--- src/include/roadf_defines.svh ---
// --------------------
// address map, RAM size and frame timing macros
// include in any block that decodes or counts
// --------------------
`ifndef ROADF_DEFINES_SVH
`define ROADF_DEFINES_SVH

`define ROADF_RAM_AW        12          // 4 KB work RAM, upper 2 KB battery backed
`define ROADF_RAM_BASE      16'h3000    // RAM at 3000-3FFF

`define ROADF_IO_BASE       16'h1400    // 1 KB i/o window
`define ROADF_IO_AW         10
`define ROADF_IO_SEL_LSB    7           // 128 byte sub-blocks inside the window
`define ROADF_INTST_OFS     16'h0000    // obj frame toggle, read side effect
`define ROADF_IOW_OFS       16'h0080    // 8 bit addressable latch
`define ROADF_SND_OFS       16'h0100    // sound data strobe
`define ROADF_IN5_OFS       16'h0200    // dip bank b
`define ROADF_IOR_OFS       16'h0280    // cabinet inputs, 4 bytes

`define ROADF_FRAME_CYCLES  256         // short frame for simulation
`define ROADF_VBL_CYCLES    32          // blank at end of frame

`endif

--- src/hw/roadf_bus_pkg.sv ---
// --------------------
// bus side types
// region decode result and AXI response codes
// --------------------
package roadf_bus_pkg;

    // decoded target of one internal access
    typedef enum logic [2:0] {
        NONE,   // unmapped, reads 0xff
        RAM,    // work ram incl. nvram half
        INTST,  // frame toggle
        IOW,    // control latch
        SND,    // sound byte
        IN5,    // dip b, read only
        IOR     // cabinet, read only
    } region_t;

    // only the two codes this slave ever returns
    typedef enum logic [1:0] {
        OKAY   = 2'b00,
        SLVERR = 2'b10
    } axi_resp_t;

endpackage

--- src/hw/roadf_addr_decode.sv ---
// --------------------
// address decoder and read data mux
// gates write enables per region, flags bad writes,
// registers the read byte one cycle after the access
// --------------------
`timescale 1ns/1ps
`include "roadf_defines.svh"

module roadf_addr_decode
    import roadf_bus_pkg::*;
(
    input  logic        clk,
    input  logic        rst,
    input  logic [15:0] acc_addr,
    input  logic        acc_we,
    input  logic        acc_re,
    input  logic [7:0]  ram_dout,
    input  logic [7:0]  cab_byte,
    input  logic [7:0]  dipsw_b,
    output logic        acc_err,
    output logic        ram_we,
    output logic        iow_we,
    output logic        snd_we,
    output logic        intst_re,
    output logic [7:0]  rd_data
);

localparam logic [15:0] RAM_BASE = `ROADF_RAM_BASE;
localparam logic [15:0] IO_BASE  = `ROADF_IO_BASE;

region_t region, region_q;
logic    re_q;

// sub-block match inside the i/o window
function automatic logic io_hit(input logic [15:0] a, input logic [15:0] ofs);
    logic [15:0] blk;
    blk = IO_BASE + ofs;
    return a[15:`ROADF_IO_SEL_LSB] == blk[15:`ROADF_IO_SEL_LSB];
endfunction

always_comb begin
    region = NONE;
    if (acc_addr[15:`ROADF_RAM_AW] == RAM_BASE[15:`ROADF_RAM_AW]) region = RAM;
    else if (io_hit(acc_addr, `ROADF_INTST_OFS)) region = INTST;
    else if (io_hit(acc_addr, `ROADF_IOW_OFS))   region = IOW;
    else if (io_hit(acc_addr, `ROADF_SND_OFS))   region = SND;
    else if (io_hit(acc_addr, `ROADF_IN5_OFS))   region = IN5;
    else if (io_hit(acc_addr, `ROADF_IOR_OFS))   region = IOR;
end

assign ram_we   = acc_we && region == RAM;
assign iow_we   = acc_we && region == IOW;
assign snd_we   = acc_we && region == SND;
assign intst_re = acc_re && region == INTST;    // read has a side effect
assign acc_err  = acc_we && region inside {NONE, IN5, IOR};  // read-only or hole

always_ff @(posedge clk) begin
    if (rst) begin
        region_q <= NONE;
        re_q     <= 1'b0;
    end else begin
        region_q <= region;
        re_q     <= acc_re;
    end
end

// ram and cabinet bytes arrive one cycle after the access
always_ff @(posedge clk) begin
    if (re_q) begin
        case (region_q)
            RAM:     rd_data <= ram_dout;
            IOR:     rd_data <= cab_byte;
            IN5:     rd_data <= dipsw_b;
            default: rd_data <= 8'hff;  // open bus
        endcase
    end
end

endmodule

--- config.mk ---
export PLATFORM = sky130hd
export DESIGN_NAME = roadf_addr_decode
export DESIGN_NICKNAME = d
export VERILOG_FILES = /design/src/hw/roadf_bus_pkg.sv /design/src/hw/roadf_addr_decode.sv
export VERILOG_INCLUDE_DIRS = /design/src /design/src/include
export SDC_FILE = /design/constraint.sdc
export NUM_CORES = 1
export LEC_CHECK = 0
export ABC_AREA = 1
export BUFFER_PORTS_ARGS = -buffer_cell sky130_fd_sc_hd__buf_2
export CORE_MARGIN = 2
export CORE_UTILIZATION = 27
export DETAILED_ROUTE_END_ITERATION = 6
export HOLD_SLACK_MARGIN = 0.15
export PLACE_DENSITY_LB_ADDON = 0.05
export SLEW_MARGIN = 20
export SYNTH_ARGS = -nofsm -noshare
export SYNTH_HDL_FRONTEND = slang
export SYNTH_SLANG_ARGS = --single-unit
--- constraint.sdc ---
create_clock -name clk -period 1.4 [get_ports clk]
set_clock_uncertainty 0.2 [all_clocks]
set_input_delay 0.28 -clock clk [delete_from_list [all_inputs] [get_ports clk]]
set_output_delay 0.28 -clock clk [all_outputs]
set_load 0.02 [all_outputs]
# --- Word level (Yosys, flattened, before mapping) ---
# Index checks and enable logic that the tools add are counted.
word_totals:
  out_inout_bits: 13
  ff_bits: 12
  word_cells: 32
op_classes:
  n_mux: 7
  n_eq_ne: 15
  reduce_logical: 7
op_table:
  columns: ["cell", "n"]
  rows:
  - ["== test 9 x 6 -> 1 bit (second input constant)", 5]
  - ["case mux 8 bit (3 select lines)", 1]
  - ["2-to-1 mux 3 bit", 6]
  - ["== test 3 bit (second input constant)", 5]
  - ["== test 3 x 1 -> 1 bit (second input constant)", 2]
  - ["== test 3 x 2 -> 1 bit (second input constant)", 2]
  - ["logical AND 1 bit", 5]
  - ["== test 4 x 2 -> 1 bit (second input constant)", 1]
  - ["zero test 3 bit", 1]
  - ["nonzero test 3 bit", 1]

# --- Logic depth before layout (Yosys ltp) ---
# Gate-level depths: netlist (run 1).
logic_depth:
  ltp_word: 10
  ltp_mapped: 9
  mapped_depth_nobuf: 9

# --- Worst setup path after synthesis (run 1) ---
# No wires, ideal clock.
synth_path:
  path_kind: "input-to-output"
  from: "input port acc_addr[14]"
  to: "output port intst_re"
  slack_ns: -0.163
  cell_stages: 9
  required_time_ns: 0.920
  t_arrival_ns: 1.083
  cell_sequence: "inv_2 nand2_2 nor2_4 nand2_2 clkinv_1 o21ai_2 nand2_2 nand2_1 nor2_1"
synth_between:
  elab_chain_len: 9
  elab_cells_between_ends: 14
synth_rtl:
  columns: ["item", "line", "source"]
  rows:
  - ["start, declared", "roadf_addr_decode.sv:14", "input logic [15:0] acc_addr,"]
  - ["== test 9 x 6 -> 1 bit", "roadf_addr_decode.sv:38", "return a[15:`ROADF_IO_SEL_LSB] == blk[15:`ROADF_IO_SEL_LSB];"]
  - ["2-to-1 mux 3 bit", "roadf_addr_decode.sv:48", "else if (io_hit(acc_addr, `ROADF_IOR_OFS)) region = IOR;"]
  - ["2-to-1 mux 3 bit", "roadf_addr_decode.sv:47", "else if (io_hit(acc_addr, `ROADF_IN5_OFS)) region = IN5;"]
  - ["2-to-1 mux 3 bit", "roadf_addr_decode.sv:46", "else if (io_hit(acc_addr, `ROADF_SND_OFS)) region = SND;"]
  - ["2-to-1 mux 3 bit", "roadf_addr_decode.sv:45", "else if (io_hit(acc_addr, `ROADF_IOW_OFS)) region = IOW;"]
  - ["2-to-1 mux 3 bit", "roadf_addr_decode.sv:44", "else if (io_hit(acc_addr, `ROADF_INTST_OFS)) region = INTST;"]
  - ["2-to-1 mux 3 bit (*)", "roadf_addr_decode.sv:43", "if (acc_addr[15:`ROADF_RAM_AW] == RAM_BASE[15:`ROADF_RAM_AW]) region = RAM;"]
  - ["== test 3 x 2 -> 1 bit (*)", "roadf_addr_decode.sv:54", "assign intst_re = acc_re && region == INTST;"]
  - ["logical AND 1 bit (*)", "roadf_addr_decode.sv:54", null]
  - ["end, declared", "roadf_addr_decode.sv:24", "output logic intst_re,"]
# Mark *: on every way between the ends. The rest lies on a longest branch, timed or not.

# --- Final worst setup path (run 1) ---
# Ends and elaborated chain as after synthesis.

==> impl_summary.txt, run 1 <==
----------------------------------------------------
[Clock network]
  Clock tree from TritonCTS ... built
  Clock insertion delay at the later pin of the skew report ... 260 ps
  Total clock sinks ... 12
  Total CTS buffers ... 3
  Clock Tree Buf Depth ... 2
  Root cell of the clock tree ... sky130_fd_sc_hd__clkbuf_4
  Post-CTS Repair Setup Buffers ... 0
  Max H-tree Level ... 1
  Reg clk slew, reported paths ... 70 ps

[Timing]
  Shortest period the worst path allows ... 1670 ps
  Slew at the pin closest to its max-slew limit ... 350 ps
  Headroom to the max-slew limit ... 76.6%
  Final hold viol count ... 0
  Unrepaired setup endpoints after global routing ... yes
  Peak clock frequency supported by timing ... 600 MHz
  Max-slew violation count ... 0
  Number of endpoints failing setup at the final stage ... 5
  Final critical-path setup slack ... -267 ps
  Share of the clock period used by the worst path ... 119%

[Global route]
  All-layer global routing usage ... 17.2%
  Antenna violations before repair ... 0
  Maximum number of pins on one net before global-route repair ... 9
  Vias in the first global route ... 1057
  GRT overflow ... 0
  Wire length of the first global-routing pass ... 4320 um

[Place]
  Post-detailed-placement cell area ... 1130 um2
  Number of placed cells counting well taps ... 186
  IO buf count ... 49
  Weighted congestion at the end of routability-driven global placement ... 0.686
  Estimated wirelength of the detail-placed design ... 1500 um

[Hold path]
  Hold Crit Endpoint ... rd_data[6]
  Beginning of the worst hold path ... ram_dout[6]
  Hold Path Class ... in2reg
  Cell depth of the worst hold path ... 3

[Setup path]
  Most prevalent standard cell on the critical path ... sky130_fd_sc_hd__nand2_2
  CP delay by family, top ... simple AND/OR/NAND/NOR gates
  Startpoint types ... input pin
  CP Capture Type ... output pin
  FF-to-FF setup slack ... 120 ps
  Required time of the critical path ... 920 ps
  Cell depth of the worst flop-to-flop path ... 5
  Peak fanout along the critical path ... 5
  Ordered list of cells on the worst path ... buf_6 -> inv_4 -> nand2_4 -> nor2_4 -> nand2_2 -> clkinv_1 -> o21ai_2 -> nand2_2 -> nand2_2 -> nor2_4 -> buf_6
  Critical Setup Path Class ... in2out
  Critical path buffers and inverters ... 4
  Startpoint of the most critical register-to-register path ... region_q[1]
  Data arrival time at the worst-slack endpoint ... 1190 ps
  Slowest cell on the critical path ... sky130_fd_sc_hd__nor2_4
  CP max stage delay ... 150 ps
  Reg-to-reg critical path endpoint ... rd_data[7]

[Detailed routing]
  Number of DRC markers in iteration 0 ... 48
  Vias after detailed routing ... 962
  Number of remaining DRC errors ... 0
  Vias per cell ... 4.50
  Routed WL ... 2420 um
  Number of nets with antenna violations after detailed routing ... 0
  Post-detailed-route wirelength per cell ... 11.3 um
  DR pass1 iterations ... 4

[Synthesis]
  Proportion of synthesized chip area in sequential cells ... 43.2%
  Synth warnings ... 0
  Number of nets produced by synthesis ... 147
  Number of register bits inferred by synthesis ... 12
  Syn Std Cell Area ... 741 um2
  Per-instance average area after synthesis ... 7.19 um2
  Post-synthesis cell count ... 103
  Distinct cells, synth ... 16

[Run]
  Total of max-cap violations ... 0

[Floorplanning]
  Initial cell density of the core ... 29.1%
  Standard-cell rows ... 18
  Horizontal die dimension ... 56.4 um
  Full die area ... 3180 um2
  Io pins ... 57
  Placeable core region ... 2540 um2
  Die Y-Extent ... 56.4 um

[Layout]
  Number of antenna repair diodes ... 0
  Post-route non-filler standard cell count ... 214
  Highest-count cells in the layout ignoring fill and taps ... sky130_fd_sc_hd__buf_2, sky130_fd_sc_hd__dlygate4sd3_1, sky130_fd_sc_hd__nand2_1
  Synthesis-to-finish area growth ... 103%
  Area occupied by multi-input gates ... 448 um2
  Fraction of layout instances using a drive strength above 1 ... 50.5%
  Sequential cell area ... 320 um2
  Net count reported at finish ... 229
  Final design area excluding fillers ... 1500 um2
  Count of filler cells inserted in the layout ... 253
  Most common library cell in the layout ignoring fill and taps ... sky130_fd_sc_hd__buf_2

[Status]
  Outcome ... complete, but fails checks
  Failing checks ... negative setup slack

[Pwr]
  Peak supply drop ... 0.370 mV
  Leakage power summed over all cells ... 0.708 nW
  Pwr Density ... 589 nW/um2

----------------------------------------------------
## synth_stat cells (all sizes together)
cell type  count  area [um2]
nand3         10        55.1
dfxtp          4        80.1
inv           19        71.3
o21ai          2        13.8
nand2         35         139
clkinv         1        3.75
edfxtp         8         240
nand4          7        43.8
a22oi          2        15.0
nor2          15        78.8
## where the power goes
part	leakage [nW]	switching, mW	internal (mW)
sequential	0.120	0.00822	0.393
clock	0.0210	0.109	0.158
combinational	0.567	0.0977	0.121
## cells by family (layout without fill, tap and decap cells)
logic type / after synthesis / in the layout / share of synthesized area, %
compound gates: 4 / 4 / 3.88
buf+inv: 20 / 101 / 10.1
simple gates: 67 / 67 / 42.7
flops: 12 / 12 / 43.2
## worst max path at each step
stage / startpoint / end / depth (start not counted)
finish: acc_addr[14] / intst_re / 11
global route: acc_addr[14] / intst_re / 11
CTS: acc_addr[14] / acc_err / 10
detailed placement: acc_addr[11] / acc_err / 10
global placement: acc_addr[11] / acc_err / 10
floorplan: acc_addr[11] / iow_we / 7
## state kept, by name, summed over array words and instances, names as in the netlist
signal,flops
region_q,3
re_q,1
rd_data,8
## worst register-to-register path: stages, from the launching register on
cell and delay, ps:
sky130_fd_sc_hd__dfxtp_1 310, sky130_fd_sc_hd__inv_1 60, sky130_fd_sc_hd__nor2_1 80, sky130_fd_sc_hd__nand2_1 90
sky130_fd_sc_hd__nand2_2 170, sky130_fd_sc_hd__nand4_1 120
## final cells by class
type | count | area share [%]
clock buffers | 4 | 2.41
well taps | 30 | 2.50
repair buffers | 77 | 37.5
flip-flops and latches | 12 | 21.3
inverters | 20 | 6.49
multi-input cells | 71 | 29.8
## per-layer routing
metal  wire, um  vias up  global-route usage, %
met5          0        -                      0
met4         23        0                   7.82
met3        129        4                   3.00
met2       1420       36                   33.8
met1        844      427                   17.2
li1           -      495                      -
## metrics by stage
step / worst slack, ps / utilization, % / power, mW / hold WS (ps) / setup TNS [ps]
floorplan: -24.7 / - / 0.474 / 147 / -53.3
global placement: -339 / 44.5 / 0.557 / 275 / -1470
detailed placement: -357 / 44.5 / 0.559 / 282 / -1560
CTS: -274 / 58.7 / 0.894 / 147 / -1180
global route: -332 / 59.1 / 0.946 / 163 / -1470
finish: -267 / 59.1 / 0.887 / 164 / -1130
## timing repair
action,CTS,global route
hold buffers,25,0
gates resized for setup,22,8
endpoints found under the hold margin,12,0
gates cloned,0,0
endpoints found under the setup margin,5,13
pin swaps,11,4
Note: power is estimated with default switching activity, not from simulation.
==> run 2: changes to the inputs <==
- MAX_ROUTING_LAYER: unset -> met4
- RECOVER_POWER: unset -> 100
==> impl_summary.txt, run 2 (synthesized netlist as in run 1, its figures left out) <==
----------------------------------------------------
[Floorplanning]
  Die Y-Extent ... 56.4 um (unchanged)
  Standard-cell rows ... 18 (unchanged)
  Full die area ... 3180 um2 (unchanged)
  Initial cell density of the core ... 29.1% (unchanged)
  Io pins ... 57 (unchanged)
  Horizontal die dimension ... 56.4 um (unchanged)
  Placeable core region ... 2540 um2 (unchanged)

[Setup path]
  Critical path buffers and inverters ... 4 (unchanged)
  Peak fanout along the critical path ... 5 (unchanged)
  FF-to-FF setup slack ... 110 ps (was 120 ps)
  Required time of the critical path ... 920 ps (about the same)
  Critical path origin ... acc_addr[14] (unchanged)
  Cell depth of the worst flop-to-flop path ... 5 (unchanged)
  CP delay by family, top ... simple AND/OR/NAND/NOR gates (unchanged)
  Data arrival time at the worst-slack endpoint ... 1190 ps (about the same)
  Startpoint types ... input pin (unchanged)
  Slowest cell on the critical path ... sky130_fd_sc_hd__nor2_4 (unchanged)
  Ordered list of cells on the worst path ... buf_6 -> inv_4 -> nand2_4 -> nor2_4 -> nand2_2 -> clkinv_1 -> o21ai_2 -> nand2_2 -> nand2_2 -> nor2_4 -> buf_6 (unchanged)
  Reg-to-reg critical path endpoint ... rd_data[1] (was rd_data[7])
  Startpoint of the most critical register-to-register path ... region_q[1] (unchanged)
  Most prevalent standard cell on the critical path ... sky130_fd_sc_hd__nand2_2 (unchanged)
  CP Capture Type ... output pin (unchanged)
  Critical Setup Path Class ... in2out (unchanged)
  CP max stage delay ... 150 ps (about the same)

[Place]
  Number of placed cells counting well taps ... 186 (unchanged)
  Estimated wirelength of the detail-placed design ... 1500 um (unchanged)
  IO buf count ... 49 (unchanged)
  Weighted congestion at the end of routability-driven global placement ... 0.693 (was 0.686)

[Detailed routing]
  Routed WL ... 2430 um (was 2420 um)
  Vias after detailed routing ... 964 (was 962)
  Uppermost routed layer ... met4 (unchanged)
  Metal-1 WL ... 886 um (was 844 um)
  Number of nets with antenna violations after detailed routing ... 0 (unchanged)
  DR pass1 iterations ... 4 (unchanged)
  Met3 wire len ... 118 um (was 129 um)
  Number of remaining DRC errors ... 0 (unchanged)
  Post-detailed-route wirelength per cell ... 11.4 um (was 11.3 um)
  Number of DRC markers in iteration 0 ... 47 (was 48)
  Detail Route met2 WL ... 1400 um (was 1420 um)
  Vias per cell ... 4.50 (about the same)

[Hold path]
  Hold Path Class ... in2reg (unchanged)
  Hold Crit Endpoint ... rd_data[6] (unchanged)
  Cell depth of the worst hold path ... 3 (unchanged)
  Beginning of the worst hold path ... ram_dout[6] (unchanged)

[Pwr]
  Total internal power ... 0.671 mW (was 0.672 mW)
  Part of the power in registers ... 45.0% (was 45.2%)
  Fraction of power consumed by combinational cells ... 24.5% (was 24.7%)
  Net switching component of the power ... 0.222 mW (was 0.215 mW)
  Peak supply drop ... 0.371 mV (was 0.370 mV)
  Clock share of power ... 30.6% (was 30.1%)
  Leakage power summed over all cells ... 0.702 nW (was 0.708 nW)
  Final Power ... 0.893 mW (was 0.887 mW)
  Pwr Density ... 594 nW/um2 (was 589 nW/um2)
  Switching power share of the total ... 24.8% (was 24.2%)

[Global route]
  Maximum number of pins on one net before global-route repair ... 9 (unchanged)
  All-layer global routing usage ... 17.7% (was 17.2%)
  Antenna violations before repair ... 0 (unchanged)
  Wire length of the first global-routing pass ... 4310 um (was 4320 um)
  GRT overflow ... 0 (unchanged)
  Vias in the first global route ... 1055 (was 1057)

[Clock network]
  Reg clk slew, reported paths ... 70 ps (about the same)
  Clock insertion delay at the later pin of the skew report ... 270 ps (was 260 ps)
  Root cell of the clock tree ... sky130_fd_sc_hd__clkbuf_4 (unchanged)
  Clock tree from TritonCTS ... built (unchanged)
  Max H-tree Level ... 1 (unchanged)
  Total clock sinks ... 12 (unchanged)
  Clock Tree Buf Depth ... 2 (unchanged)
  Total CTS buffers ... 3 (unchanged)
  Post-CTS Repair Setup Buffers ... 0 (unchanged)

[Layout]
  Biggest regs ... rd_data (8), region_q (3), re_q (1) (unchanged)
  Most common library cell in the layout ignoring fill and taps ... sky130_fd_sc_hd__buf_2 (unchanged)
  Post-route non-filler standard cell count ... 214 (unchanged)
  Highest-count cells in the layout ignoring fill and taps ... sky130_fd_sc_hd__buf_2, sky130_fd_sc_hd__dlygate4sd3_1, sky130_fd_sc_hd__nand2_1 (unchanged)
  Number of antenna repair diodes ... 0 (unchanged)
  Flip-flop count of the largest register after layout ... 8 (unchanged)
  Synthesis-to-finish area growth ... 103% (about the same)
  Net count reported at finish ... 229 (unchanged)
  Most flop-heavy register ... rd_data (unchanged)
  Fraction of layout instances using a drive strength above 1 ... 50.0% (was 50.5%)

[Run]
  Total of max-cap violations ... 0 (unchanged)

[Timing]
  Final critical-path setup slack ... -267 ps (about the same)
  Final hold viol count ... 0 (unchanged)
  Number of endpoints failing setup at the final stage ... 5 (unchanged)
  Headroom to the max-slew limit ... 75.9% (was 76.6%)
  Max-slew violation count ... 0 (unchanged)
  Shortest period the worst path allows ... 1670 ps (about the same)
  Share of the clock period used by the worst path ... 119% (about the same)
  Peak clock frequency supported by timing ... 600 MHz (about the same)
  Unrepaired setup endpoints after global routing ... yes (unchanged)
  Slew at the pin closest to its max-slew limit ... 361 ps (was 350 ps)

[Status]
  Outcome ... complete, but fails checks (unchanged)
  Failing checks ... negative setup slack (unchanged)

----------------------------------------------------
==> run 2: layer usage <==
metal  track usage [%]  up-vias
met5                 -        -
met2              33.6       38
met1              17.6      428
li1                  -      494
met3              2.76        4
met4              7.82        0
==> run 2: what timing repair did <==
action                                  CTS  global route
endpoints found under the hold margin    12             0
hold buffers                             25             0
resized for setup                        22             8
pin swaps                                11             4
endpoints found under the setup margin    5            13
==> run 2: stage by stage <==
step / hold WS, ps / area [um2] / setup WS, ps / util (%) / setup TNS, ps
after CTS: 147 / 1490 / -274 / 58.7 / -1180
after global placement: 275 / 1130 / -339 / 44.5 / -1470
after floorplan: 147 / 821 / -24.7 / - / -53.3
after detailed placement: 282 / 1130 / -357 / 44.5 / -1560
after global routing: 163 / 1500 / -332 / 59.0 / -1480
final: 164 / 1500 / -267 / 59.0 / -1130
==> run 2: final cells by class <==
type | count | area [um2]
Multi-Input combinational cell | 71 | 448
Tap cell | 30 | 37.5
Timing Repair Buffer | 77 | 563
Sequential cell | 12 | 320
Clock buffer | 4 | 36.3
Inverter | 20 | 97.6
Fill cell | 254 | 1040
==> run 2: worst max-delay path by stage <==
stage	to	slack (ps)	cells after the start
finish	intst_re	-270	11
floorplan	iow_we	-20	7
global route	intst_re	-330	11
global placement	acc_err	-340	10
detailed placement	acc_err	-360	10
CTS	acc_err	-270	10
==> run 2: worst register-to-register path, cell delays in order, from the launching register on <==
cell                      delay [ps]
sky130_fd_sc_hd__dfxtp_1         310
sky130_fd_sc_hd__inv_1            60
sky130_fd_sc_hd__nor2_1           80
sky130_fd_sc_hd__nand2_1          90
sky130_fd_sc_hd__nand2_2         170
sky130_fd_sc_hd__nand4_1         120
==> run 2: power by group through the flow <==
stage	Sequential (mW)	Clock [mW]	Combinational (mW)
after floorplan	0.426	0	0.0485
after global placement	0.408	0	0.148
after detailed placement	0.409	0	0.150
after CTS	0.401	0.278	0.215
after global routing	0.404	0.308	0.237
final	0.402	0.273	0.218
==> run 3: changes to the inputs <==
- CELL_PAD_IN_SITES_DETAIL_PLACEMENT: unset -> 1
- CELL_PAD_IN_SITES_GLOBAL_PLACEMENT: unset -> 2
- CORE_UTILIZATION: 27 -> 18
- CTS_CLUSTER_SIZE: unset -> 14
- clock period: 1.4 -> 1.75 ns (I/O delays scaled with it)
==> impl_summary.txt, run 3 (synthesized netlist as in run 1, its figures left out) <==
----------------------------------------------------
[Status]
  Outcome ... complete, but fails checks (unchanged)
  Failing checks ... negative setup slack (unchanged)

[Global route]
  Wire length of the first global-routing pass ... 3880 um (was 4310 um)
  Vias in the first global route ... 886 (was 1055)
  All-layer global routing usage ... 11.9% (was 17.7%)
  Maximum number of pins on one net before global-route repair ... 9 (unchanged)
  GRT overflow ... 0 (unchanged)
  Antenna violations before repair ... 0 (unchanged)

[Setup path]
  Startpoint types ... input pin (unchanged)
  Data arrival time at the worst-slack endpoint ... 1330 ps (was 1190 ps)
  CP max stage delay ... 200 ps (was 150 ps)
  CP Capture Type ... output pin (unchanged)
  FF-to-FF setup slack ... 270 ps (was 110 ps)
  Peak fanout along the critical path ... 5 (unchanged)
  Startpoint of the most critical register-to-register path ... region_q[1] (unchanged)
  Reg-to-reg critical path endpoint ... rd_data[6] (was rd_data[1])
  Required time of the critical path ... 1200 ps (was 920 ps)
  Slowest cell on the critical path ... sky130_fd_sc_hd__nor2_4 (unchanged)
  Critical Setup Path Class ... in2out (unchanged)
  Ordered list of cells on the worst path ... buf_6 -> inv_4 -> nand2_4 -> nor2_4 -> nand2_4 -> inv_4 -> o21ai_4 -> nand2_2 -> inv_1 -> nor2_2 -> buf_6 (was buf_6 -> inv_4 -> nand2_4 -> nor2_4 -> nand2_2 -> clkinv_1 -> o21ai_2 -> nand2_2 -> nand2_2 -> nor2_4 -> buf_6)
  Cell depth of the worst flop-to-flop path ... 5 (unchanged)

[Timing]
  Max-slew violation count ... 0 (unchanged)
  Share of the clock period used by the worst path ... 108%
  Final critical-path setup slack ... -134 ps (was -267 ps)
  Unrepaired setup endpoints after global routing ... yes (unchanged)
  Number of endpoints failing setup at the final stage ... 4 (was 5)
  Peak clock frequency supported by timing ... 531 MHz
  Shortest period the worst path allows ... 1880 ps
  Slew at the pin closest to its max-slew limit ... 550 ps (was 361 ps)
  Headroom to the max-slew limit ... 63.2% (was 75.9%)
  Final hold viol count ... 0 (unchanged)

[Floorplanning]
  Full die area ... 4640 um2 (was 3180 um2)
  Horizontal die dimension ... 68.2 um (was 56.4 um)
  Io pins ... 57 (unchanged)
  Placeable core region ... 3970 um2 (was 2540 um2)
  Die Y-Extent ... 68.2 um (was 56.4 um)
  Standard-cell rows ... 23 (was 18)
  Initial cell density of the core ... 18.7% (was 29.1%)

[Detailed routing]
  Routed WL ... 2530 um (was 2430 um)
  Post-detailed-route wirelength per cell ... 11.7 um (was 11.4 um)
  DR pass1 iterations ... 4 (unchanged)
  Vias after detailed routing ... 908 (was 964)
  Number of remaining DRC errors ... 0 (unchanged)
  Number of nets with antenna violations after detailed routing ... 0 (unchanged)
  Number of DRC markers in iteration 0 ... 19 (was 47)
  Vias per cell ... 4.18 (was 4.50)

[Clock network]
  Clock insertion delay at the later pin of the skew report ... 230 ps (was 270 ps)
  Total clock sinks ... 12 (unchanged)
  Root cell of the clock tree ... sky130_fd_sc_hd__clkbuf_8 (was sky130_fd_sc_hd__clkbuf_4)
  Reg clk slew, reported paths ... 50 ps (was 70 ps)
  Clock Tree Buf Depth ... 2 (unchanged)
  Clock tree from TritonCTS ... built (unchanged)
  Total CTS buffers ... 3 (unchanged)
  Max H-tree Level ... 1 (unchanged)

[Hold path]
  Hold Path Class ... in2reg (unchanged)
  Beginning of the worst hold path ... cab_byte[7] (was ram_dout[6])
  Cell depth of the worst hold path ... 3 (unchanged)
  Hold Crit Endpoint ... rd_data[7] (was rd_data[6])

[Pwr]
  Part of the power in registers ... 45.9% (was 45.0%)
  Leakage power summed over all cells ... 0.612 nW (was 0.702 nW)
  Net switching component of the power ... 0.166 mW (was 0.222 mW)
  Total internal power ... 0.536 mW (was 0.671 mW)
  Switching power share of the total ... 23.7% (was 24.8%)
  Pwr Density ... 557 nW/um2 (was 594 nW/um2)
  Fraction of power consumed by combinational cells ... 18.1% (was 24.5%)
  Final Power ... 0.702 mW (was 0.893 mW)
  Clock share of power ... 36.0% (was 30.6%)
  Peak supply drop ... 0.246 mV (was 0.371 mV)

[Place]
  Weighted congestion at the end of routability-driven global placement ... 0.748 (was 0.693)
  Estimated wirelength of the detail-placed design ... 2030 um (was 1500 um)
  Number of placed cells counting well taps ... 210 (was 186)
  IO buf count ... 49 (unchanged)

[Run]
  Total of max-cap violations ... 0 (unchanged)

[Layout]
  Flip-flop count of the largest register after layout ... 8 (unchanged)
  Most flop-heavy register ... rd_data (unchanged)
  Biggest regs ... rd_data (8), region_q (3), re_q (1) (unchanged)
  Number of antenna repair diodes ... 0 (unchanged)
  Count of filler cells inserted in the layout ... 503 (was 254)
  Synthesis-to-finish area growth ... 70.1% (was 103%)
  Fraction of layout instances using a drive strength above 1 ... 45.5% (was 50.0%)
  Most common library cell in the layout ignoring fill and taps ... sky130_fd_sc_hd__buf_2 (unchanged)
  Net count reported at finish ... 212 (was 229)
  Highest-count cells in the layout ignoring fill and taps ... sky130_fd_sc_hd__buf_2, sky130_fd_sc_hd__nand2_1, sky130_fd_sc_hd__inv_1 (was sky130_fd_sc_hd__buf_2, sky130_fd_sc_hd__dlygate4sd3_1, sky130_fd_sc_hd__nand2_1)
  Post-route non-filler standard cell count ... 217 (was 214)

----------------------------------------------------
[run 3: how the worst max path moves through the flow]
stage	startpoint	endpoint	slack [ps]	cells past startpoint
floorplan	acc_addr[14]	intst_re	50	9
global placement	acc_addr[15]	iow_we	-140	9
detailed placement	acc_addr[15]	iow_we	-150	9
CTS	acc_addr[11]	intst_re	-100	11
global route	acc_addr[14]	acc_err	-200	10
finish	acc_addr[14]	iow_we	-130	11
[run 3: timing repair]
item / 4_1_cts / 5_1_grt
hold endpoints to repair: 2 / 0
resized for setup: 16 / 11
setup buffers: 0 / 1
pin swaps: 6 / 6
hold buffers: 2 / 0
setup endpoints to repair: 4 / 5
[run 3: worst max-delay path, delay by kind of cell]
family | cells | cell delay, ps
compound gates | 1 | 50
simple gates | 5 | 520
buf+inv | 5 | 410
[run 3: metal layers]
layer	vias to the layer above	track usage, %	share of wire [%]
met1	416	12.9	39
met3	4	1.97	7.5
met2	32	20.3	51
met4	0	7.50	2.2
met5	-	-	0
li1	456	-	-
[run 3: cell type report]
type	count	area [um2]	area share (%)
inverters	20	80.1	6.36
well taps	50	62.6	4.97
repair buffers	60	357	28.3
flip-flops and latches	12	320	25.4
clock buffers	4	45.0	3.57
multi-input cells	71	395	31.4
[run 3: power by group through the flow]
| stage | Clock, mW | Sequential, mW | Combinational [mW] |
|---|---|---|---|
| after global placement | 0 | 0.327 | 0.112 |
| after detailed placement | 0 | 0.328 | 0.115 |
| after floorplan | 0 | 0.341 | 0.0285 |
| after global routing | 0.279 | 0.323 | 0.140 |
| final | 0.253 | 0.322 | 0.127 |
| after CTS | 0.262 | 0.322 | 0.126 |
[run 3: through the flow]
stage                     util [%]  cell area, um2  hold WS [ps]  TNS [ps]  setup slack [ps]
final                         31.7            1260           193      -412              -134
after global routing          31.7            1260           207      -773              -202
after CTS                     30.9            1230           190      -313              -104
after detailed placement      27.9            1110           352      -464              -150
after global placement        27.9            1110           349      -402              -143
after floorplan                  -             741           217         0              46.9
